**config.mk**
```make
export PLATFORM = sky130hd
export DESIGN_NAME = wb_slot_decode
export DESIGN_NICKNAME = d
export VERILOG_FILES = /design/src/hdl/soc_pkg.sv /design/src/hdl/wb_slot_decode.sv
export SDC_FILE = /design/constraint.sdc
export NUM_CORES = 1
export LEC_CHECK = 0
export ABC_CLOCK_PERIOD_IN_PS = 1000
export CAP_MARGIN = 20
export CELL_PAD_IN_SITES_DETAIL_PLACEMENT = 1
export CELL_PAD_IN_SITES_GLOBAL_PLACEMENT = 2
export CORE_MARGIN = 4
export CORE_UTILIZATION = 27
export DETAILED_ROUTE_END_ITERATION = 7
export DONT_BUFFER_PORTS = 1
export PLACE_DENSITY_LB_ADDON = 0.1
export SYNTH_ARGS = -nofsm -noshare
export SYNTH_HDL_FRONTEND = slang
export SYNTH_SLANG_ARGS = --single-unit
```
**constraint.sdc**
```tcl
create_clock -name vclk -period 1
set_clock_uncertainty 0.15 [all_clocks]
set_input_delay 0.1 -clock vclk [all_inputs]
set_output_delay 0.1 -clock vclk [all_outputs]
set_load 0.01 [all_outputs]
```
**src/hdl/soc_pkg.sv**
```systemverilog
//////////////////////////////////////////////////
// Peripheral subsystem constants
// Bus widths, slot map, register offsets and the
// timing values shared by the peripherals
//////////////////////////////////////////////////

package soc_pkg;

	// Bus
	localparam int WB_DW = 32;
	localparam int WB_AW = 16;

	// Slot select bits of the word address
	localparam int SLOT_MSB = 14;
	localparam int SLOT_LSB = 12;
	localparam int SLOT_W   = SLOT_MSB - SLOT_LSB + 1;
	localparam int SLV_AW   = SLOT_LSB;

	localparam logic [SLOT_W-1:0] SLOT_BOOT = 3'd0;
	localparam logic [SLOT_W-1:0] SLOT_UART = 3'd1;
	localparam logic [SLOT_W-1:0] SLOT_LED  = 3'd3;
	localparam logic [SLOT_W-1:0] SLOT_EP   = 3'd5;

	// Slave index on the decoder side
	localparam int SLV_N    = 4;
	localparam int SLV_BOOT = 0;
	localparam int SLV_UART = 1;
	localparam int SLV_LED  = 2;
	localparam int SLV_EP   = 3;

	// UART
	localparam int UART_DIV_W = 12;
	localparam logic [1:0] UART_REG_DATA = 2'd0;
	localparam logic [1:0] UART_REG_DIV  = 2'd1;

	// Endpoint buffer
	localparam int EP_AW     = 9;
	localparam int EP_RX_SEL = 9;

	// LED
	localparam int PWM_W       = 8;
	localparam int LED_CTRL_W  = 5;
	localparam int LED_CTRL_EN = 2;

	// Button
	localparam int BTN_DEBOUNCE = 16;
	localparam int BTN_LONG     = 2000;
	localparam logic [1:0] BTN_BOOT_SEL = 2'd1;

endpackage

```
**src/hdl/wb_slot_decode.sv**
```systemverilog
//////////////////////////////////////////////////
// Bus slot decoder
// Splits the master cycle into per-slave cycles and
// returns the selected slave's data and ack
//////////////////////////////////////////////////

`timescale 1ns/10ps

module wb_slot_decode import soc_pkg::*; (
	input  logic                        clk_24m,
	input  logic                        rst,
	input  logic [WB_AW-1:0]            wb_addr_i,
	input  logic                        wb_cyc_i,
	output logic [WB_DW-1:0]            wb_rdata_o,
	output logic                        wb_ack_o,
	output logic [SLV_N-1:0]            slv_cyc_o,
	input  logic [SLV_N-1:0][WB_DW-1:0] slv_rdata_i,
	input  logic [SLV_N-1:0]            slv_ack_i
);

	logic [SLOT_W-1:0] slot;
	logic              mapped;
	logic [1:0]        idx;

	assign slot = wb_addr_i[SLOT_MSB:SLOT_LSB];

	always_comb begin
		mapped = 1'b1;
		idx    = 2'(SLV_BOOT);
		case (slot)
			SLOT_BOOT: idx = 2'(SLV_BOOT);
			SLOT_UART: idx = 2'(SLV_UART);
			SLOT_LED:  idx = 2'(SLV_LED);
			SLOT_EP:   idx = 2'(SLV_EP);
			default:   mapped = 1'b0;
		endcase
	end

	always_comb begin
		slv_cyc_o = '0;
		slv_cyc_o[idx] = wb_cyc_i & mapped;
	end

	// Unmapped slots answer at once with zero
	assign wb_ack_o   = wb_cyc_i & (mapped ? slv_ack_i[idx] : 1'b1);
	assign wb_rdata_o = mapped ? slv_rdata_i[idx] : '0;

	// A slave only acks its own cycle
	a_ack_selected: assert property (
		@(posedge clk_24m) disable iff (rst) (slv_ack_i & ~slv_cyc_o) == '0
	);

endmodule

```
* Yosys cells after proc, flatten, opt, wreduce, memory -nomap -nowiden
Cells that the tools add are included.
** Storage, ports and cells
- Register bits :: 0
- Input port bits :: 151
- Output and inout port bits :: 37
** Operators by class
- $lt $le $gt $ge :: 2
- Equality and inequality tests :: 3
- Multiplexer cells :: 10
- Bitwise gates (word level) :: 3
- Reduce and logical (&&, ||, !) cells :: 3
** Operators with widths (count)
- binary-select mux 32 bit (select 2 bit) :: 1
- 2-to-1 mux 32 bit :: 2
- one-hot mux 2 bit (3 select lines) :: 1
- bitwise AND 4 bit :: 1
- 2-to-1 mux 1 bit :: 4
- OR reduction 4 bit :: 1
- == test 3 x 1 -> 1 bit (second input constant) :: 1
- == test 3 x 2 -> 1 bit (second input constant) :: 1
- == test 3 bit (second input constant) :: 1
- zero test 3 bit :: 1
- less-than comparator 2 x 3 -> 1 bit (second input constant) :: 1
- bitwise AND 1 bit :: 2
- binary-select mux 1 bit (select 2 bit) :: 1
- demux 1 bit (select 2 bit) :: 1
- greater-or-equal comparator 2 x 1 -> 1 bit (second input constant) :: 1
- logical AND 1 bit :: 1

* Logic depth before layout (Yosys ltp)
- Depth after elaboration :: 7
- Mapped depth :: 6
- Depth with buffers taken out :: 3

* Least setup slack after synthesis
No wires, ideal clock.
- Path kind :: input -> output
- From :: in wb_addr_i[14]
- To :: out wb_ack_o
- Arrival :: 867 ps
- Required time :: 750 ps
- Path slack :: -117 ps
- Cell stages on the path :: 4
- Buffers on the path :: 2
- Path through :: buf_4 -> buf_2 -> o32ai_1 -> o2bb2ai_1
** Between the ends
- Cells in the longest elaborated chain, start to end :: 6
** Ends and longest elaborated chain
- from (decl) :: line wb_slot_decode.sv:12 : input logic [WB_AW-1:0] wb_addr_i,
- == test 3 bit, or another cell as far along :: line wb_slot_decode.sv:30 : case (slot)
- one-hot mux 2 bit (3 select lines) :: line wb_slot_decode.sv:30
- binary-select mux 1 bit (select 2 bit) :: line wb_slot_decode.sv:45 : assign wb_ack_o = wb_cyc_i & (mapped ? slv_ack_i[idx] : 1'b1);
- 2-to-1 mux 1 bit (not written as such) :: line wb_slot_decode.sv:45
- 2-to-1 mux 1 bit (*) :: line wb_slot_decode.sv:45
- bitwise AND 1 bit (*) :: line wb_slot_decode.sv:45
- to (decl) :: line wb_slot_decode.sv:15 : output logic wb_ack_o,
Mark *: on every way between the ends. The rest lies on a longest branch, timed or not. The select of a mux whose other input is x is not followed.

* Worst setup path in the final report
- From :: in wb_addr_i[13]
- To :: out wb_rdata_o[10]
** Between the ends
- Cells in the longest elaborated chain, start to end :: 5
** Ends and longest elaborated chain
- == test 3 bit, or another cell as far along :: line wb_slot_decode.sv:30
- one-hot mux 2 bit (3 select lines) :: line wb_slot_decode.sv:30
- binary-select mux 32 bit (select 2 bit) :: line wb_slot_decode.sv:46 : assign wb_rdata_o = mapped ? slv_rdata_i[idx] : '0;
- 2-to-1 mux 32 bit (not written as such) :: line wb_slot_decode.sv:46
- 2-to-1 mux 32 bit (*) :: line wb_slot_decode.sv:46
- to (decl) :: line wb_slot_decode.sv:14 : output logic [WB_DW-1:0] wb_rdata_o,
Marked as above.

==> flow_metrics.env <==
export IMPL_routed_via_density=6.01
export IMPL_syn_nets=319
export IMPL_start_util_pct=28.6
export IMPL_synth_compound_area_share_pct=36.0
export IMPL_core_area_sq_um=4880
export IMPL_synth_area_sq_um=1400
export IMPL_dieArea_sq_um=6390
export IMPL_drt_first_pass_iters=3
export IMPL_worst_slew_pin_slew_ns=0.309
export IMPL_synth_xor_area_share_pct=0
export IMPL_grt_max_degree=72
export IMPL_fp_dieH_um=79.9
export IMPL_fmax_mhz=976
export IMPL_drt_iter0_drc=26
export IMPL_final_antenna_net_count=0
export IMPL_antenna_found_initial=0
export IMPL_synthCells=168
export IMPL_max_stage_delay_ns=0.28
export IMPL_dp_hpwl_um=4000
export IMPL_final_hold_violation_count=0
export IMPL_status="complete, but fails checks"
export IMPL_synth_area_leaders="o221ai_2 (31%), mux2i_1 (22%), nand2b_1 (15%)"
export IMPL_p_total_uw=836
export IMPL_cp_top_family="simple AND/OR/NAND/NOR gates"
export IMPL_multi_input_area_sq_um=1670
export IMPL_grt_pass1_wl_um=8100
export IMPL_fin_crit_ns=1.02
export IMPL_cp_depth=3
export IMPL_final_max_slew_violation_count=0
export IMPL_crit_chain="or2_4 > buf_12 > o221ai_4"
export IMPL_seq_area_frac_synth_pct=0
export IMPL_synth_top_family_by_area="compound AO/OA/AOI/OAI gates"
export IMPL_setup_violations=20
export IMPL_layout_worst_path_cycle_share_pct=102
export IMPL_fillers=547
export IMPL_grt_pass1_vias=1582
export IMPL_yosys_area_share_simple_pct=26.9
export IMPL_seq_cells=0
export IMPL_final_layout_size_suffix_gt1_share_pct=47.1
export IMPL_start_kind="input pin"
export IMPL_routedWlPerCell_um=25.3
export IMPL_top_level_ports=188
export IMPL_worstPathRequired_ns=0.75
export IMPL_synth_most_common_cell="nand2_1"
export IMPL_area_growth_syn_to_layout_pct=40.1
export IMPL_drc=0
export IMPL_path_max_fanout=15
export IMPL_regArea_sq_um=0
export IMPL_fin_ws_ns=-0.0244
export IMPL_grt_use_total_pct=15.8
export IMPL_violations="negative setup slack"
export IMPL_die_x_um=79.9
export IMPL_leakagePower_nw=0.606
export IMPL_post_cts_buffers=0
export IMPL_vdd_ir_drop_max_uv=145
export IMPL_end_kind="output pin"
export IMPL_gp_congestion=0.713
export IMPL_num_rows=25
export IMPL_synth_area_mux_share_pct=23.0
export IMPL_worst_ep_arrival_time_ns=0.77
export IMPL_hold_path_class="in2out"
export IMPL_critPathBufInv=1
export IMPL_hold_depth=1
export IMPL_relSlewSlack_pct=78.8
export IMPL_crit_end="wb_rdata_o[10]"
export IMPL_worstSetupPathType="in2out"
export IMPL_drv_cap=0
export IMPL_yosys_warnings=0
export IMPL_synth_common_cells="nand2_1 (34), nand2b_1 (33), mux2i_1 (31), o221ai_2 (29), buf_6 (13)"
export IMPL_cp_startpoint="wb_addr_i[13]"
export IMPL_portBuffers=0
export IMPL_final_util_pct=40.1
export IMPL_clockBufferCount=0
export IMPL_synth_largest_area_cell="o221ai_2"
export IMPL_num_vias=1346
export IMPL_cp_slowest_cell="or2_4"
export IMPL_netlist_area_leader_share_pct=31.2
export IMPL_synthDistinctLibCells=23
export IMPL_syn_avg_cell_area_sq_um=8.32
export IMPL_rsz0062_at_grt="yes"
export IMPL_num_antenna_cells=0
export IMPL_wl_um=5680
export IMPL_whs_ns=0.102
export IMPL_grt_overflow=0
export IMPL_yosys_area_share_adder_pct=0
export IMPL_power_density_nw_per_um2=427
export IMPL_finalNetCount=310
[cells in the final DEF, fill, tap and decap left out]
cell	instances
nand2b_1	32
o221ai_4	31
mux2i_1	30
nand2_2	23
nand2_1	10
buf_12	5
nor2_1	4
inv_1	3
buf_16	2
mux2_2	1
a22oi_2	1
and3b_2	1
o21ai_2	1
nand2b_4	1
or2_4	1
nor2_4	1
mux2i_2	1
nand2_4	1
a21boi_1	1
o32ai_2	1
or2b_1	1
a21oi_1	1
o31ai_1	1
o2bb2ai_2	1
clkbuf_16	1
buf_6	1
[routing by layer]
metal	wire (um)	vias to the layer above	share of wire, %	global-route usage (%)
met3	549	6	9.7	4.63
met2	3360	96	59	34.4
li1	-	608	-	-
met1	1710	636	30	14.2
met4	51	0	0.90	1.52
met5	0	-	0	0
[metrics by stage]
stage	instance area (sq um)	setup slack (ns)	cells	setup TNS, ns
CTS	1910	-0.0239	223	-0.287
floorplan	1520	-0.0645	168	-1.39
global placement	1500	-0.0979	221	-2.46
detailed placement	1500	-0.107	221	-2.64
global route	1960	-0.0654	224	-1.04
finish	1960	-0.0244	224	-0.201
[area by class of cell]
cell class | instances | share of cell area, %
Multi-Input combinational cell | 145 | 85.4
Tap cell | 67 | 4.28
Timing Repair Buffer | 9 | 9.78
Inverter | 3 | 0.575
[worst min path at each step]
stage             startpoint              to  slack [ns]
4_1_cts        wb_addr_i[13]  wb_rdata_o[20]        0.10
2_1_floorplan  wb_addr_i[13]  wb_rdata_o[20]         0.1
5_1_grt        wb_addr_i[13]  wb_rdata_o[20]        0.11
3_3_place_gp   wb_addr_i[13]  wb_rdata_o[20]        0.11
3_5_place_dp   wb_addr_i[13]  wb_rdata_o[20]        0.10
6_report       wb_addr_i[13]  wb_rdata_o[20]        0.10
[report_power, final]
| group | internal, mW | switching (mW) | leakage (nW) | total, mW |
|---|---|---|---|---|
| registers | 0 | 0 | 0 | 0 |
| logic | 0.392 | 0.444 | 0.606 | 0.836 |
| clock network | 0 | 0 | 0 | 0 |
| total | 0.392 | 0.444 | 0.606 | 0.836 |
[repair_timing]
action	CTS	global route
pin swaps	3	0
gates cloned	2	1
gates resized for setup	38	5
endpoints found under the setup margin	35	36
hold buffers	0	0
hold endpoints to repair	0	0
[logic make-up after synthesis]
logic type	Yosys count
and+or+nand+nor	75
AOI/OAI and AO/OA	38
muxes	32
buffers and inverters	23
Power figures use the tool's default switching activity.
