### src/hdl/soc_pkg.sv
//////////////////////////////////////////////////
// Peripheral subsystem constants
// Bus widths, slot map, register offsets and the
// timing values shared by the peripherals
//////////////////////////////////////////////////

package soc_pkg;

	// Bus
	localparam int WB_DW = 32;
	localparam int WB_AW = 16;

	// Slot select bits of the word address
	localparam int SLOT_MSB = 14;
	localparam int SLOT_LSB = 12;
	localparam int SLOT_W   = SLOT_MSB - SLOT_LSB + 1;
	localparam int SLV_AW   = SLOT_LSB;

	localparam logic [SLOT_W-1:0] SLOT_BOOT = 3'd0;
	localparam logic [SLOT_W-1:0] SLOT_UART = 3'd1;
	localparam logic [SLOT_W-1:0] SLOT_LED  = 3'd3;
	localparam logic [SLOT_W-1:0] SLOT_EP   = 3'd5;

	// Slave index on the decoder side
	localparam int SLV_N    = 4;
	localparam int SLV_BOOT = 0;
	localparam int SLV_UART = 1;
	localparam int SLV_LED  = 2;
	localparam int SLV_EP   = 3;

	// UART
	localparam int UART_DIV_W = 12;
	localparam logic [1:0] UART_REG_DATA = 2'd0;
	localparam logic [1:0] UART_REG_DIV  = 2'd1;

	// Endpoint buffer
	localparam int EP_AW     = 9;
	localparam int EP_RX_SEL = 9;

	// LED
	localparam int PWM_W       = 8;
	localparam int LED_CTRL_W  = 5;
	localparam int LED_CTRL_EN = 2;

	// Button
	localparam int BTN_DEBOUNCE = 16;
	localparam int BTN_LONG     = 2000;
	localparam logic [1:0] BTN_BOOT_SEL = 2'd1;

endpackage

### src/hdl/boot_ctrl_wb.sv
//////////////////////////////////////////////////
// Warm-boot control slave
// Boot request register, button debouncer and a
// long-press timer that requests a boot
//////////////////////////////////////////////////

`timescale 1ns/10ps

module boot_ctrl_wb import soc_pkg::*; (
	input  logic              clk_24m,
	input  logic              rst,
	input  logic              cyc_i,
	input  logic [SLV_AW-1:0] addr_i,
	input  logic              we_i,
	input  logic [WB_DW-1:0]  wdata_i,
	output logic [WB_DW-1:0]  rdata_o,
	output logic              ack_o,
	input  logic              btn_i,
	output logic              boot_o,
	output logic [1:0]        boot_sel_o
);

	localparam int DEB_W  = $clog2(BTN_DEBOUNCE);
	localparam int LONG_W = $clog2(BTN_LONG + 1);

	logic              boot_wr;
	logic              btn_meta;
	logic              btn_s;
	logic              btn_db;
	logic [DEB_W-1:0]  deb_cnt;
	logic [LONG_W-1:0] long_cnt;
	logic              long_fire;

	assign ack_o     = cyc_i;
	assign rdata_o   = {{(WB_DW-3){1'b0}}, boot_o, boot_sel_o};
	assign boot_wr   = cyc_i & we_i & (addr_i[2:0] == 3'b000);
	assign long_fire = btn_db & (long_cnt == LONG_W'(BTN_LONG - 1));

	always_ff @(posedge clk_24m or posedge rst) begin
		if (rst) begin
			btn_meta <= 1'b0;
			btn_s    <= 1'b0;
			btn_db   <= 1'b0;
			deb_cnt  <= '0;
			long_cnt <= '0;
		end else begin
			btn_meta <= btn_i;
			btn_s    <= btn_meta;
			if (btn_s == btn_db) begin
				deb_cnt <= '0;
			end else if (deb_cnt == DEB_W'(BTN_DEBOUNCE - 1)) begin
				btn_db  <= btn_s;
				deb_cnt <= '0;
			end else begin
				deb_cnt <= deb_cnt + 1'b1;
			end
			// Saturates so a held button fires once
			if (!btn_db)
				long_cnt <= '0;
			else if (long_cnt != LONG_W'(BTN_LONG))
				long_cnt <= long_cnt + 1'b1;
		end
	end

	always_ff @(posedge clk_24m or posedge rst) begin
		if (rst) begin
			boot_o     <= 1'b0;
			boot_sel_o <= 2'b00;
		end else if (boot_wr) begin
			boot_o     <= wdata_i[2];
			boot_sel_o <= wdata_i[1:0];
		end else if (long_fire) begin
			boot_o     <= 1'b1;
			boot_sel_o <= BTN_BOOT_SEL;
		end
	end

	a_boot_hold: assert property (
		@(posedge clk_24m) disable iff (rst) $fell(boot_o) |-> $past(boot_wr)
	);

endmodule

### config.mk
export PLATFORM = sky130hd
export DESIGN_NAME = boot_ctrl_wb
export DESIGN_NICKNAME = d
export VERILOG_FILES = /design/src/hdl/soc_pkg.sv /design/src/hdl/boot_ctrl_wb.sv
export SDC_FILE = /design/constraint.sdc
export NUM_CORES = 1
export LEC_CHECK = 0
export ABC_AREA = 1
export BUFFER_PORTS_ARGS = -buffer_cell sky130_fd_sc_hd__buf_2
export CAP_MARGIN = 40
export CORE_ASPECT_RATIO = 0.6
export CORE_UTILIZATION = 35
export CTS_BUF_LIST = sky130_fd_sc_hd__clkbuf_4
export DETAILED_ROUTE_END_ITERATION = 8
export PLACE_DENSITY = 0.68
export SLEW_MARGIN = 20
export SYNTH_ARGS = -nofsm -noshare
export SYNTH_HDL_FRONTEND = slang
export SYNTH_SLANG_ARGS = --single-unit
### constraint.sdc
create_clock -name clk_24m -period 1.6 [get_ports clk_24m]
set_input_delay 0 -clock clk_24m [delete_from_list [all_inputs] [get_ports clk_24m]]
set_output_delay 0 -clock clk_24m [all_outputs]
set_load 0.01 [all_outputs]
# Word-level counts from Yosys, hierarchy flattened
# Index checks and enable logic that the tools add are counted.
dict set report word_totals {
  in_bits 49
  output_inout_bits 36
  wordCells 29
  register_bits 21
}
dict set report classes {
  reduce_logical 3
  n_eq_ne 5
  muxes 8
  add_sub_neg 2
  bitwise_logic 4
}
# op n
set ops {}
lappend ops {{11-bit two-way mux} 2}
lappend ops {{11-bit by 1-bit adder with 11-bit output, second input constant} 1}
lappend ops {{11-bit equality test, second input constant} 1}
lappend ops {{11-bit != test, second input constant} 1}
lappend ops {{4-bit two-way mux} 2}
lappend ops {{4-bit by 1-bit adder with 4-bit output, second input constant} 1}
lappend ops {{4-bit equality test, second input constant} 1}
lappend ops {{2-bit two-way mux} 2}
lappend ops {{1-bit AND} 3}
lappend ops {{3-bit zero test} 1}
lappend ops {{1-bit two-way mux} 2}
lappend ops {{2-bit by 1-bit != test with 1-bit output, second input constant} 1}
lappend ops {{2-bit AND reduction} 1}
lappend ops {{2-bit nonzero test} 1}
lappend ops {{1-bit equality test} 1}
lappend ops {{1-bit inverter} 1}

# Logic depth before layout (Yosys ltp)
dict set report depth {
  word_depth 4
  depth_mapped 8
}

# Worst setup path before layout
# Ideal clock, no wire load.
dict set report synth_path {
  path_kind {flip-flop to flip-flop}
  from {reg long_cnt[0]}
  to {reg boot_o}
  required_ps 1483
  slack_ps 447
  synth_period_minus_slack_ps 1153
  path_buffers 0
  setup_ps 117
  stages_incl_launch_ff 7
  t_arrival_ps 1037
  path_cell_list {dfrtp_1 -> ha_1 -> nand3_4 -> nor2_2 -> nand2_2 -> nand3_1 -> nand2_1}
}
dict set report synth_via {
  elab_chain_cells 3
}
# item line_no
set synth_rtl {}
lappend synth_rtl {{from (decl)} boot_ctrl_wb.sv:31} ;# logic [LONG_W-1:0] long_cnt;
lappend synth_rtl {{from (signal assigned)} boot_ctrl_wb.sv:61} ;# long_cnt <= long_cnt + 1'b1;
lappend synth_rtl {{11-bit equality test} boot_ctrl_wb.sv:37} ;# assign long_fire = btn_db & (long_cnt == LONG_W'(BTN_LONG - 1));
lappend synth_rtl {{1-bit AND} boot_ctrl_wb.sv:37}
lappend synth_rtl {{2-bit nonzero test (no source line)} --}
lappend synth_rtl {{to (signal assigned)} boot_ctrl_wb.sv:70} ;# boot_o <= wdata_i[2];
lappend synth_rtl {{to (decl)} boot_ctrl_wb.sv:19} ;# output logic boot_o,
# No other way between the ends.
# A chain may end at the register's enable or synchronous reset.

# Worst setup path in the final report
dict set report layout_path {
  from {reg long_cnt[0]}
  to {reg long_cnt[8]}
}
dict set report layout_via {
  elab_chain_cells 3
  word_cells_on_any_way 5
}
# item line_no
set layout_rtl {}
lappend layout_rtl {{11-bit by 1-bit adder with 11-bit output} boot_ctrl_wb.sv:61}
lappend layout_rtl {{11-bit two-way mux} boot_ctrl_wb.sv:60} ;# else if (long_cnt != LONG_W'(BTN_LONG))
lappend layout_rtl {{11-bit two-way mux} boot_ctrl_wb.sv:58} ;# if (!btn_db)
# Parallel ways exist; a longest one is shown, timed or not. The select of a mux whose other input is x is not followed.

==> impl_metrics.yaml <==
outcome:
  status: "finished clean"
route:
  ant_nets: 0
  dr_wl_met2_um: 922
  routedWlPerCell_um: 9.42
  drc: 0
  drtIter0Drc: 65
  vias: 962
  viasPerCell: 4.08
  wl_met1_mm: 1.17
  drt-total-wl_mm: 2.22
  top_layer: "met3"
  drt-pass1-iter-count: 5
  wl_met3_um: 126
synthesis:
  ys.flop_type: "dfrtp_1"
  synth.distinct_cells: 24
  yosys_warnings: 0
  syn_avg_cell_area_um2: 8.04
  synth_edf_count: 0
  yosysTopAreaCell: "dfrtp_1"
  synth_area_leaders: "dfrtp_1, buf_4, nand2_1, nor2_1, nand3_1"
  yosys_register_bits: 21
  postSynthCellCount: 167
  yosysMostFrequentCell: "buf_4"
  yosysSeqAreaShare_pct: 39.1
  synth_common_cells: "buf_4, nand2_1, nor2_1"
  netlist_area_um2: 1340
  synth_top_area_share_pct: 39.1
  async_reset_ff_share_pct: 100
cts:
  path_clk_slew_ns: 0.11
  clock-sinks: 21
  cts_max_level: 1
  cts_tree: "built"
  insertion_delay_ns: 0.30
  cts-buffers-inserted: 3
  cts_root_buf: "clkbuf_4"
  cts_buffer_depth: 2
power:
  swShare_pct: 26.6
  internal-power_w: 0.000727
  p_comb_share_pct: 15.0
  seqPwrFrac_pct: 58.0
  switching_power_w: 0.000264
  vdd_drop_max_mv: 0.496
  p_leak_nw: 0.726
  powerDensity_nw_per_um2: 693
  clkPwrFrac_pct: 27.0
placed_design:
  place_ws_ns: 0.282
  io_buffers: 17
  dpl-instance-area_um2: 1340
  gp_congestion: 0.856
  dp_hpwl_mm: 1.68
global_route:
  antenna_found_initial: 0
  grt_pass1_wl_mm: 3.73
  grt_max_degree: 22
  gr-total-overflow: 0
  grt.total_usage_pct: 12.3
  grt_pass1_vias: 797
critical_path:
  critPathBufInv: 0
  path_cells: "ha_1, nand3_4, nor2_4, nand2_2, nor2_1, nor2_1"
  worstSetupPathType: "flop to flop"
  critical_path.top_delay_family: "simple AND/OR/NAND/NOR gates"
  cp_data_required_time_ns: 1.81
  arrival_ns: 1.53
  cp_common_cell: "nor2_1"
  critPathMaxStageDelay_ns: 0.44
  critPathSlowestCell: "dfrtp_1"
  cp_max_fo: 4
  start_kind: "flop"
  worstSetupEndpointType: "flop"
timing:
  max_freq_mhz: 758
  period_share_pct: 82.5
  finalHoldViolCount: 0
  setup_viol: 0
  setup_tns_ns: 0
  layout_setup_ws_ns: 0.281
  skew_ns: 0.00316
  fin_crit_ns: 1.32
  grt_setup_unrepaired: "false"
  maxSlewViolCount: 0
layout:
  diodes: 0
  final_area_um2: 1430
  nets: 242
  fill_cells: 378
  drive_gt1_share_pct: 16.4
  area_growth_pct: 6.52
  post-route-util_pct: 39.1
die:
  die_width_um: 82.0
  row_count: 17
  die_y_um: 50.0
  die_area_um2: 4100
  initial_core_util_pct: 36.7
  io_pins: 85
  core_area_um2: 3660
hold_path:
  worstHoldPathType: "primary input to flop"
job:
  cap_violations: 0
==> per-layer routing <==
metal | track usage (%) | up-vias
li1 | - | 505
met4 | 0.877 | 0
met3 | 5.00 | 0
met2 | 17.2 | 22
met5 | 0 | -
met1 | 18.3 | 435
==> final timing paths <==
path	start	to	slack [ns]	cells past startpoint
max in group asynchronous	rst	long_cnt[1]	1.14	4
worst min register to register	btn_meta	btn_s	0.36	0
worst max-delay path	long_cnt[0]	long_cnt[8]	0.28	6
worst max register to register	long_cnt[0]	long_cnt[8]	0.28	6
worst min-delay path	addr_i[1]	boot_sel_o[1]	0.16	5
min in group asynchronous	rst	long_cnt[4]	0.25	4
==> tightest hold or removal path: stages <==
cell	delay [ns]
buf_2	0.08
nor2_1	0.04
nand2_1	0.16
nand3_1	0.10
nand2_1	0.06
==> cell families (layout without fill, tap and decap cells) <==
group                    Yosys count  in the layout  share of synthesized area, %
buffers and inverters             51             45                          24.3
XOR/XNOR                           4              4                          2.61
AND/OR/NAND/NOR                   78             78                          27.5
flip-flops                        21             21                          39.1
AO/OA/AOI/OAI                      9              9                          3.35
adder cells (fa/ha/maj)            3              3                          2.80
other                              1             29                         0.279
==> what timing repair did <==
item / 4_1_cts / 5_1_grt
hold buffers: 6 / 0
buffers inserted: 0 / 0
hold endpoints to repair: 25 / 0
gates resized for setup: 0 / 0
==> power groups by stage <==
stage	Sequential [W]	Combinational, W	Clock [W]
CTS	0.000574	0.000150	0.000283
detailed placement	0.000584	0.000140	0
global placement	0.000584	0.000138	0
global route	0.000580	0.000166	0.000308
finish	0.000575	0.000148	0.000267
floorplan	0.000590	0.000154	0
==> metrics by stage <==
step                      std cells  hold WS [ns]  total power (W)
after floorplan                 195       -0.0235         0.000744
after global placement          226        0.0429         0.000722
after detailed placement        226        0.0435         0.000724
after CTS                       236         0.143          0.00101
after global routing            236         0.180          0.00105
final                           236         0.157         0.000991
==> area by class of cell <==
class                           instances  area [um2]  share of cell area (%)
Multi-Input combinational cell        123         596                    41.6
Sequential cell                        21         526                    36.7
Timing Repair Buffer                   25         160                    11.2
Inverter                               16        60.1                    4.20
Tap cell                               47        58.8                    4.11
Clock buffer                            4        30.0                    2.10
==> state kept, by name (all words and copies together), names as in the netlist <==
register	flops
btn_db	1
btn_meta	1
deb_cnt	4
boot_o	1
boot_sel_o	2
btn_s	1
long_cnt	11
==> layout by cell type (no fill, tap or decap), types with 3 or more instances in the layout <==
| cell | instances |
|---|---|
| inv_1 | 16 |
| nand3_1 | 14 |
| ha_1 | 3 |
| buf_2 | 17 |
| nand2_2 | 3 |
| a21oi_1 | 6 |
| dlygate4sd3_1 | 6 |
| xor2_1 | 3 |
| clkbuf_4 | 4 |
| nand2_1 | 28 |
| dfrtp_1 | 21 |
| conb_1 | 29 |
| nor2_1 | 22 |
Note: power is estimated with default switching activity, not from simulation.
