<file path="src/hdl/soc_pkg.sv">
//////////////////////////////////////////////////
// Peripheral subsystem constants
// Bus widths, slot map, register offsets and the
// timing values shared by the peripherals
//////////////////////////////////////////////////

package soc_pkg;

	// Bus
	localparam int WB_DW = 32;
	localparam int WB_AW = 16;

	// Slot select bits of the word address
	localparam int SLOT_MSB = 14;
	localparam int SLOT_LSB = 12;
	localparam int SLOT_W   = SLOT_MSB - SLOT_LSB + 1;
	localparam int SLV_AW   = SLOT_LSB;

	localparam logic [SLOT_W-1:0] SLOT_BOOT = 3'd0;
	localparam logic [SLOT_W-1:0] SLOT_UART = 3'd1;
	localparam logic [SLOT_W-1:0] SLOT_LED  = 3'd3;
	localparam logic [SLOT_W-1:0] SLOT_EP   = 3'd5;

	// Slave index on the decoder side
	localparam int SLV_N    = 4;
	localparam int SLV_BOOT = 0;
	localparam int SLV_UART = 1;
	localparam int SLV_LED  = 2;
	localparam int SLV_EP   = 3;

	// UART
	localparam int UART_DIV_W = 12;
	localparam logic [1:0] UART_REG_DATA = 2'd0;
	localparam logic [1:0] UART_REG_DIV  = 2'd1;

	// Endpoint buffer
	localparam int EP_AW     = 9;
	localparam int EP_RX_SEL = 9;

	// LED
	localparam int PWM_W       = 8;
	localparam int LED_CTRL_W  = 5;
	localparam int LED_CTRL_EN = 2;

	// Button
	localparam int BTN_DEBOUNCE = 16;
	localparam int BTN_LONG     = 2000;
	localparam logic [1:0] BTN_BOOT_SEL = 2'd1;

endpackage

</file>
<file path="src/hdl/led_pwm_wb.sv">
//////////////////////////////////////////////////
// RGB LED PWM slave
// Control register, three duty registers and an
// 8-bit free-running PWM generator
//////////////////////////////////////////////////

`timescale 1ns/10ps

module led_pwm_wb import soc_pkg::*; (
	input  logic              clk_24m,
	input  logic              rst,
	input  logic              cyc_i,
	input  logic [SLV_AW-1:0] addr_i,
	input  logic              we_i,
	input  logic [WB_DW-1:0]  wdata_i,
	output logic [WB_DW-1:0]  rdata_o,
	output logic              ack_o,
	output logic [2:0]        rgb_o
);

	logic [LED_CTRL_W-1:0] ctrl_q;
	logic [PWM_W-1:0]      duty_q [3];
	logic [PWM_W-1:0]      pwm_cnt;
	logic                  ctrl_wr;
	logic                  duty_wr;

	assign ack_o   = cyc_i;
	assign rdata_o = {{(WB_DW-LED_CTRL_W){1'b0}}, ctrl_q};

	assign ctrl_wr = cyc_i & we_i & ~addr_i[4];
	assign duty_wr = cyc_i & we_i & addr_i[4] & (addr_i[1:0] != 2'd3);

	always_ff @(posedge clk_24m or posedge rst) begin
		if (rst) begin
			ctrl_q  <= '0;
			pwm_cnt <= '0;
		end else begin
			pwm_cnt <= pwm_cnt + 1'b1;
			if (ctrl_wr)
				ctrl_q <= wdata_i[LED_CTRL_W-1:0];
		end
	end

	always_ff @(posedge clk_24m) begin
		if (duty_wr)
			duty_q[addr_i[1:0]] <= wdata_i[PWM_W-1:0];
	end

	// High while the counter is below the duty value
	always_comb begin
		for (int i = 0; i < 3; i++)
			rgb_o[i] = ctrl_q[LED_CTRL_EN] & (pwm_cnt < duty_q[i]);
	end

endmodule

</file>
<file path="config.mk">
export PLATFORM = sky130hd
export DESIGN_NAME = led_pwm_wb
export DESIGN_NICKNAME = d
export VERILOG_FILES = /design/src/hdl/soc_pkg.sv /design/src/hdl/led_pwm_wb.sv
export SDC_FILE = /design/constraint.sdc
export NUM_CORES = 1
export LEC_CHECK = 0
export BUFFER_PORTS_ARGS = -buffer_cell sky130_fd_sc_hd__buf_2
export CORE_AREA = 2 2 68 70
export DETAILED_ROUTE_END_ITERATION = 6
export DIE_AREA = 0 0 70 72
export PLACE_DENSITY_LB_ADDON = 0.1
export REMOVE_ABC_BUFFERS = 1
export SLEW_MARGIN = 20
export SYNTH_ARGS = -nofsm -noshare
export SYNTH_HDL_FRONTEND = slang
export SYNTH_SLANG_ARGS = --single-unit
export TNS_END_PERCENT = 20
</file>
<file path="constraint.sdc">
create_clock -name clk_24m -period 1.99 [get_ports clk_24m]
set_input_delay 0.2985 -clock clk_24m [delete_from_list [all_inputs] [get_ports clk_24m]]
set_output_delay 0.2985 -clock clk_24m [all_outputs]
set_load 0.02 [all_outputs]
</file>
# Word-level counts from Yosys, hierarchy flattened

Memory sizes are Yosys's and may differ from the RTL's.
Cells that the tools add are included.

Bits in registers: 13
Input port bits: 48
Memories kept: 1
Output and inout port bits: 36
Bits in writable memories: 24
Word-level logic and storage cells: 18

Memories:

| name   | depth | bits a word | read ports | clocked after memory_dff | wr ports | line             | source |
|---|---|---|---|---|---|---|---|
| duty_q | 3     | 8           | 3          | 0                        | 1        | led_pwm_wb.sv:22 | `logic [PWM_W-1:0] duty_q [3];` |

Equal/unequal tests: 1
$lt $le $gt $ge: 3
$add $sub $neg: 1
Bitwise operators: 8
Muxes and demuxes: 2

Operators by type and width:

| kind                                        | count |
|---|---|
| < comparator 8 bit                          | 3 |
| adder 8 x 1 -> 8 bit, second input constant | 1 |
| AND 1 bit                                   | 7 |
| two-way mux 1 bit                           | 2 |
| != test 2 bit, second input constant        | 1 |
| inverter 1 bit                              | 1 |

# Logic depth before layout (Yosys ltp)

Gate-level depths: netlist of the first run.

Word-level depth: 5
Depth in mapped cells: 5
Gate-level depth less buffers: 5

# Worst setup path before layout of the first run

Ideal clock, no wire load.

Path kind: reg-to-output
From: register pwm_cnt[3]
To: output rgb_o[0]
Data required time: 1691 ps
Stages on the path, launching flop included: 5
Slack: 202 ps
Path buffers: 0
Data arrival time: 1489 ps
Cells stage by stage: dfrtp_1 > ha_1 > a211oi_1 > o21ai_1 > a221oi_2

Word-level cells in the longest chain between the ends: 2

Ends and longest elaborated chain:

| item                   | line             | source |
|---|---|---|
| start, declared        | led_pwm_wb.sv:23 | `logic [PWM_W-1:0] pwm_cnt;` |
| start signal, assigned | led_pwm_wb.sv:38 | `pwm_cnt <= pwm_cnt + 1'b1;` |
| < comparator 8 bit     | led_pwm_wb.sv:52 | `rgb_o[i] = ctrl_q[LED_CTRL_EN] & (pwm_cnt < duty_q[i]);` |
| AND 1 bit              | led_pwm_wb.sv:52 |  |
| end, declared          | led_pwm_wb.sv:18 | `output logic [2:0] rgb_o` |

No other way between the ends.

# Final worst setup path of the first run

From: register pwm_cnt[1]
To: output rgb_o[2]

The elaborated chain is that of the path after synthesis.

==> key figures, run 1 <==
Route
  • Routed wire length: 3510 um
  • Vias per inst: 4.74
  • Drt drc: 0
  • WL per Instance: 14.4 um
  • DR pass1 iterations: 4
  • 1st-iter DRT viols: 29
  • Post-route ant nets: 0
  • Vias: 1152

Finish
  • Synth-to-Final Area Change: 18.6%
  • Finished Layout Cells: 243
  • ANT cells: 0
  • Post-route cell area: 0.00240 sq mm
  • Total Nets Final: 260
  • Layout cells sized above 1: 35.1%
  • Commonest non-fill, non-tap cell in the layout: conb_1
  • Most frequent cells in the layout: 27 x conb_1, 24 x edfxtp_1, 22 x inv_1
  • Post-Route Utilization: 56.3%

Place
  • Port Buffer Count: 23
  • Final HPWL from detailed placement: 2600 um
  • Placed Instance Area: 0.00212 sq mm
  • Cell total after placement: 234
  • GP Congestion: 0.743

Setup path
  • Max FO, Critical Path: 6
  • Delay-heaviest family, CP: compound AO/OA/AOI/OAI gates
  • Critical Path, Cell by Cell: ha_4 -> o211ai_1 -> o21ai_2 -> a221oi_2 -> buf_4
  • Crit. path cell count: 5
  • Delay of the slowest critical-path stage: 490 ps
  • CP Buf/Inv Count: 1
  • R2R Path Start: pwm_cnt[0]
  • RR Endpoint: pwm_cnt[6]
  • Req. time, crit path: 1690 ps
  • R2R depth: 4
  • Critical path origin: pwm_cnt[1]
  • Register-to-register setup slack: 650 ps
  • Startpoint types: register
  • Worst setup EP type: output port
  • Crit path DAT: 1780 ps
  • CP Capture Point: rgb_o[2]
  • Critical path's slowest cell: dfrtp_2
  • Setup Crit Path Kind: register to output port

Floorplanning
  • Die height: 72 um
  • IO Pins: 84
  • Die area: 0.00504 sq mm
  • Core area: 0.00426 sq mm
  • Die Wd: 70 um
  • Placement row count: 24
  • Initial core utilization: 47.4%

STA
  • Tmin final: 2080 ps
  • Final setup viols: 3
  • Slew Limit Fails: 0
  • RSZ-0062 raised after global routing: yes
  • Setup WS post-layout: -86.0 ps
  • Worst slew pin tran: 561 ps
  • Max Freq: 0.482 GHz
  • Max_slew headroom: 62.6%
  • Final period util: 104%
  • Final Hold Fails: 0
  • Layout Skew: 3.49 ps
  • WHS: 50.8 ps

Status
  • Failing checks: setup timing
  • Status: finished with violations

Logic synthesis
  • Asr flop ratio synth: 35.1%
  • Most used flip-flop cell after synthesis: edfxtp_1
  • Syn_area_per_cell: 12.9 sq um
  • Synth warnings: 0
  • Syn Inst Count: 157
  • Post-synth EDFFs: 24
  • Register bit count reported by yosys: 37
  • Post-synth cell types: 25
  • Sequential share of the synthesized area: 51.7%
  • Cell area after synthesis: 0.00202 sq mm

Global routing
  • Aggregate global routing overflow: 0
  • Vias in the first global route: 1199
  • Largest net degree at the start of global routing: 14
  • Initial antenna violation count: 0
  • Total global-route track usage: 15.3%
  • First-pass GRT wire length: 5790 um

Run
  • Maxcap violations: 0

Power
  • Pwr Density: 717 mW/mm^2
  • Leakage: 0.00109 uW
  • Worst-case vdd ir drop: 0.000502 V

Clock tree
  • Clock Tree Buf Depth: 2
  • CTS root buffer: clkbuf_8
  • CTS Sinks: 37
  • H-tree depth: 2
  • Num CTS Buffers: 5
  • Skew-Pair Late Insertion Delay: 280 ps
  • Reg clk slew, reported paths: 70 ps
  • CTS tree: done
  • CTS Hold Buffers Added: 0

Hold path
  • Hold Crit Class: input port to asynchronous set/reset pin
==> area by class of cell <==
class,instances,area (sq um)
clock buffers,6,72.6
inverters,23,86.3
fillers,342,1860
flip-flops and latches,37,1050
well taps,52,65.1
clock inverters,2,38.8
repair buffers,28,160
multi-input cells,95,926
==> registers in the layout, indices dropped and copies added (netlist names) <==
name and cells:
pwm_cnt 8, duty_q 24, ctrl_q 5
==> Yosys cell counts (4+ instances only) <==
cell      count  share of area [%]
dfrtp_1      13                 16
ha_1         22                 14
xnor2_1       4                1.7
buf_4        28                 10
mux2_2        5                2.8
nor3b_1       5                1.9
inv_1        23                4.3
edfxtp_1     24                 36
==> layer usage <==
metal	part of all wire (%)	vias up	routed length, um	global-route usage [%]
met2	49	55	1730	26.7
li1	-	566	-	-
met1	43	524	1510	18.0
met3	5.8	7	204	4.17
met4	2.0	0	71	6.62
met5	0	-	0	0
==> worst reg2reg max path: cells and delay by family, from the launching register on <==
| family | cells | cell delay, ps |
|---|---|---|
| flops | 1 | 510 |
| simple gates | 2 | 330 |
| fa+ha+maj | 1 | 230 |
| xor+xnor | 1 | 140 |
==> report_power, final <==
part | total (uW) | internal [uW] | switching (uW)
registers | 865 | 849 | 16.1
clock network | 635 | 376 | 260
logic | 220 | 75.9 | 144
total | 1720 | 1300 | 420
==> how the worst min path moves through the flow <==
stage | end | start | slack [ps] | cells past startpoint
finish | ctrl_q[2] | rst | 50 | 2
global route | ctrl_q[2] | rst | 60 | 2
CTS | ctrl_q[2] | rst | 50 | 2
detailed placement | ctrl_q[2] | rst | 380 | 2
global placement | ctrl_q[4] | rst | 360 | 2
floorplan | ctrl_q[0] | rst | 180 | 1
==> per-stage QoR <==
stage                     setup WS, ps  TNS [ps]  total power [uW]
after floorplan                    202         0              1020
after global placement             107         0              1090
after detailed placement          80.4         0              1090
after CTS                        -70.3      -180              1740
after global routing              -154      -426              1800
final                            -86.0      -202              1720
==> repair_timing <==
item                       4_1_cts  5_1_grt
setup endpoints to repair        3        3
cloned                           0        0
pin swaps                       21        0
gates resized for setup         23        4
buffers inserted                 1        0
==> cell families after synthesis <==
group	Yosys count	share of synthesized area, %
simple gates	17	6.00
other cells	1	0.185
buf+inv	51	14.7
xor+xnor	6	2.60
flops	37	51.7
compound gates	18	8.47
mux	5	2.78
fa+ha+maj	22	13.6
Power figures use the tool's default switching activity.
==> run 2: changes to the inputs <==
--- a/config.mk
+++ b/config.mk
@@ -10,7 +10,6 @@
 export DETAILED_ROUTE_END_ITERATION = 6
 export DIE_AREA = 0 0 70 72
 export PLACE_DENSITY_LB_ADDON = 0.1
-export REMOVE_ABC_BUFFERS = 1
 export SLEW_MARGIN = 20
 export SYNTH_ARGS = -nofsm -noshare
 export SYNTH_HDL_FRONTEND = slang
==> run 2 against run 1 <==
Clock skew down 2.4 ps. Clock power increased by 3.3%. Sequential share of layout area up 0.21 points. Sequential power hardly changed. Critical endpoint unchanged. Critical path type unchanged. Worst hold slack got worse by 5.8 ps. Non-clock buffer count grew 2. Highest routed layer unchanged. Cell area down 0.47%. Power increased by 1.2%. Maximum frequency up 1.0%. The run still ends with setup timing left. Worst setup slack gained 21 ps. Register-to-register slack got worse by 30 ps.
==> key figures, run 2 (synthesized netlist as in run 1, its figures left out) <==
Place
  • Final HPWL from detailed placement: 2740 um
  • Placed Instance Area: 0.00211 sq mm
  • Cell total after placement: 233
  • Post-Place Setup Slack: 53.9 ps
  • Port Buffer Count: 23
  • GP Congestion: 0.765

Global routing
  • Vias in the first global route: 1168
  • Total global-route track usage: 15.2%
  • Initial antenna violation count: 0
  • Largest net degree at the start of global routing: 14
  • First-pass GRT wire length: 5650 um
  • Aggregate global routing overflow: 0

Setup path
  • Startpoint types: register
  • Setup Crit Path Kind: register to output port
  • Crit path DAT: 1760 ps
  • Req. time, crit path: 1690 ps
  • Max FO, Critical Path: 5
  • Worst setup EP type: output port

Clock tree
  • Clock Tree Buf Depth: 2
  • CTS Sinks: 37
  • CTS Hold Buffers Added: 0
  • Reg clk slew, reported paths: 80 ps
  • CTS root buffer: clkbuf_8
  • Skew-Pair Late Insertion Delay: 290 ps
  • CTS tree: done
  • H-tree depth: 2
  • Num CTS Buffers: 5

Power
  • Pwr Density: 729 mW/mm^2
  • Tot Pwr: 1740 uW
  • Worst-case vdd ir drop: 0.000477 V
  • Leakage: 0.00110 uW

Route
  • WL per Instance: 14.7 um
  • DR pass1 iterations: 4
  • Routed wire length: 3610 um
  • 1st-iter DRT viols: 47
  • Post-route ant nets: 0
  • Drt drc: 0
  • Vias per inst: 4.74
  • Vias: 1161

Floorplanning
  • Placement row count: 24
  • Initial core utilization: 47.4%
  • Core area: 0.00426 sq mm
  • Die Wd: 70 um
  • Die area: 0.00504 sq mm
  • Die height: 72 um
  • IO Pins: 84

Finish
  • Fillers: 366
  • Synth-to-Final Area Change: 18.1%
  • ANT cells: 0
  • Post-route cell area: 0.00239 sq mm
  • Storage cell area: 0.00105 sq mm
  • Layout cells sized above 1: 34.2%
  • Most frequent cells in the layout: 27 x conb_1, 24 x edfxtp_1, 23 x inv_1
  • Multi-input logic area: 896 sq um
  • Largest register FFs: 24
  • Commonest non-fill, non-tap cell in the layout: conb_1
  • Finished Layout Cells: 245
  • Total Nets Final: 262

STA
  • Worst slew pin tran: 563 ps
  • Slew Limit Fails: 0
  • Max_slew headroom: 62.4%
  • Final setup viols: 3
  • RSZ-0062 raised after global routing: yes
  • Tmin final: 2060 ps
  • Final period util: 103%
  • Layout Skew: 1.08 ps
  • Final Hold Fails: 0
  • Max Freq: 0.487 GHz
  • Setup WS post-layout: -65.4 ps

Hold path
  • Hold Crit Class: input port to asynchronous set/reset pin

Status
  • Failing checks: setup timing
  • Status: finished with violations

Run
  • Maxcap violations: 0
[run 2: cell types whose count changed in the layout (fill, tap and decap cells not counted), sizes merged]
| cell | change |
|---|---|
| buf | +2 |
| clkinvlp | +1 |
| clkbuf | -1 |
[run 2: through the flow]
step / hold WS, ps / utilization [%] / TNS, ps
4_1_cts: 52.9 / 55.5 / -188
6_report: 45.0 / 56.0 / -162
3_5_place_dp: 376 / 49.6 / 0
3_3_place_gp: 358 / 49.6 / 0
2_1_floorplan: 175 / - / 0
5_1_grt: 61.4 / 56.0 / -409
[run 2: area by class of cell]
type	instances	share of cell area, %
Sequential cell	37	44.0
Tap cell	52	2.72
Clock inverter	3	1.94
Inverter	23	3.61
Multi-Input combinational cell	95	37.5
Timing Repair Buffer	30	7.33
Clock buffer	5	2.88
[run 2: path summary, 6_finish.rpt]
| kind | startpoint | end | slack (ps) | depth (start not counted) |
|---|---|---|---|---|
| min in group clk_24m | wdata_i[7] | duty_q[0][7] | 210 | 1 |
| max in group asynchronous | rst | pwm_cnt[4] | 1540 | 2 |
| worst min-delay path | rst | ctrl_q[4] | 50 | 2 |
| worst max register to register | pwm_cnt[1] | pwm_cnt[6] | 620 | 5 |
| worst max-delay path | pwm_cnt[3] | rgb_o[2] | -70 | 5 |
| worst min register to register | ctrl_q[3] | ctrl_q[3] | 520 | 1 |
[run 2: layer usage]
| metal | GRT usage (%) | vias to the layer above | share of wire (%) |
|---|---|---|---|
| met3 | 4.17 | 8 | 5.1 |
| met4 | 7.48 | 0 | 2.4 |
| li1 | - | 568 | - |
| met5 | 0 | - | 0 |
| met2 | 26.9 | 45 | 51 |
| met1 | 17.0 | 540 | 42 |
[run 2: timing repair]
item | in CTS | in global routing
setup endpoints to repair | 3 | 3
buffers inserted | 3 | 1
pin swaps | 14 | 0
resized for setup | 18 | 3
[run 2: worst max-delay path, stage by stage (launching register included)]
cell,delay (ps)
dfrtp_2,490
ha_4,250
a211oi_4,200
o21ai_2,110
a221oi_2,250
buf_4,180
[run 2: where the power goes]
part	internal [uW]	total, uW	switching, uW
clock network	375	656	281
registers	849	866	16.8
logic	75.0	220	145
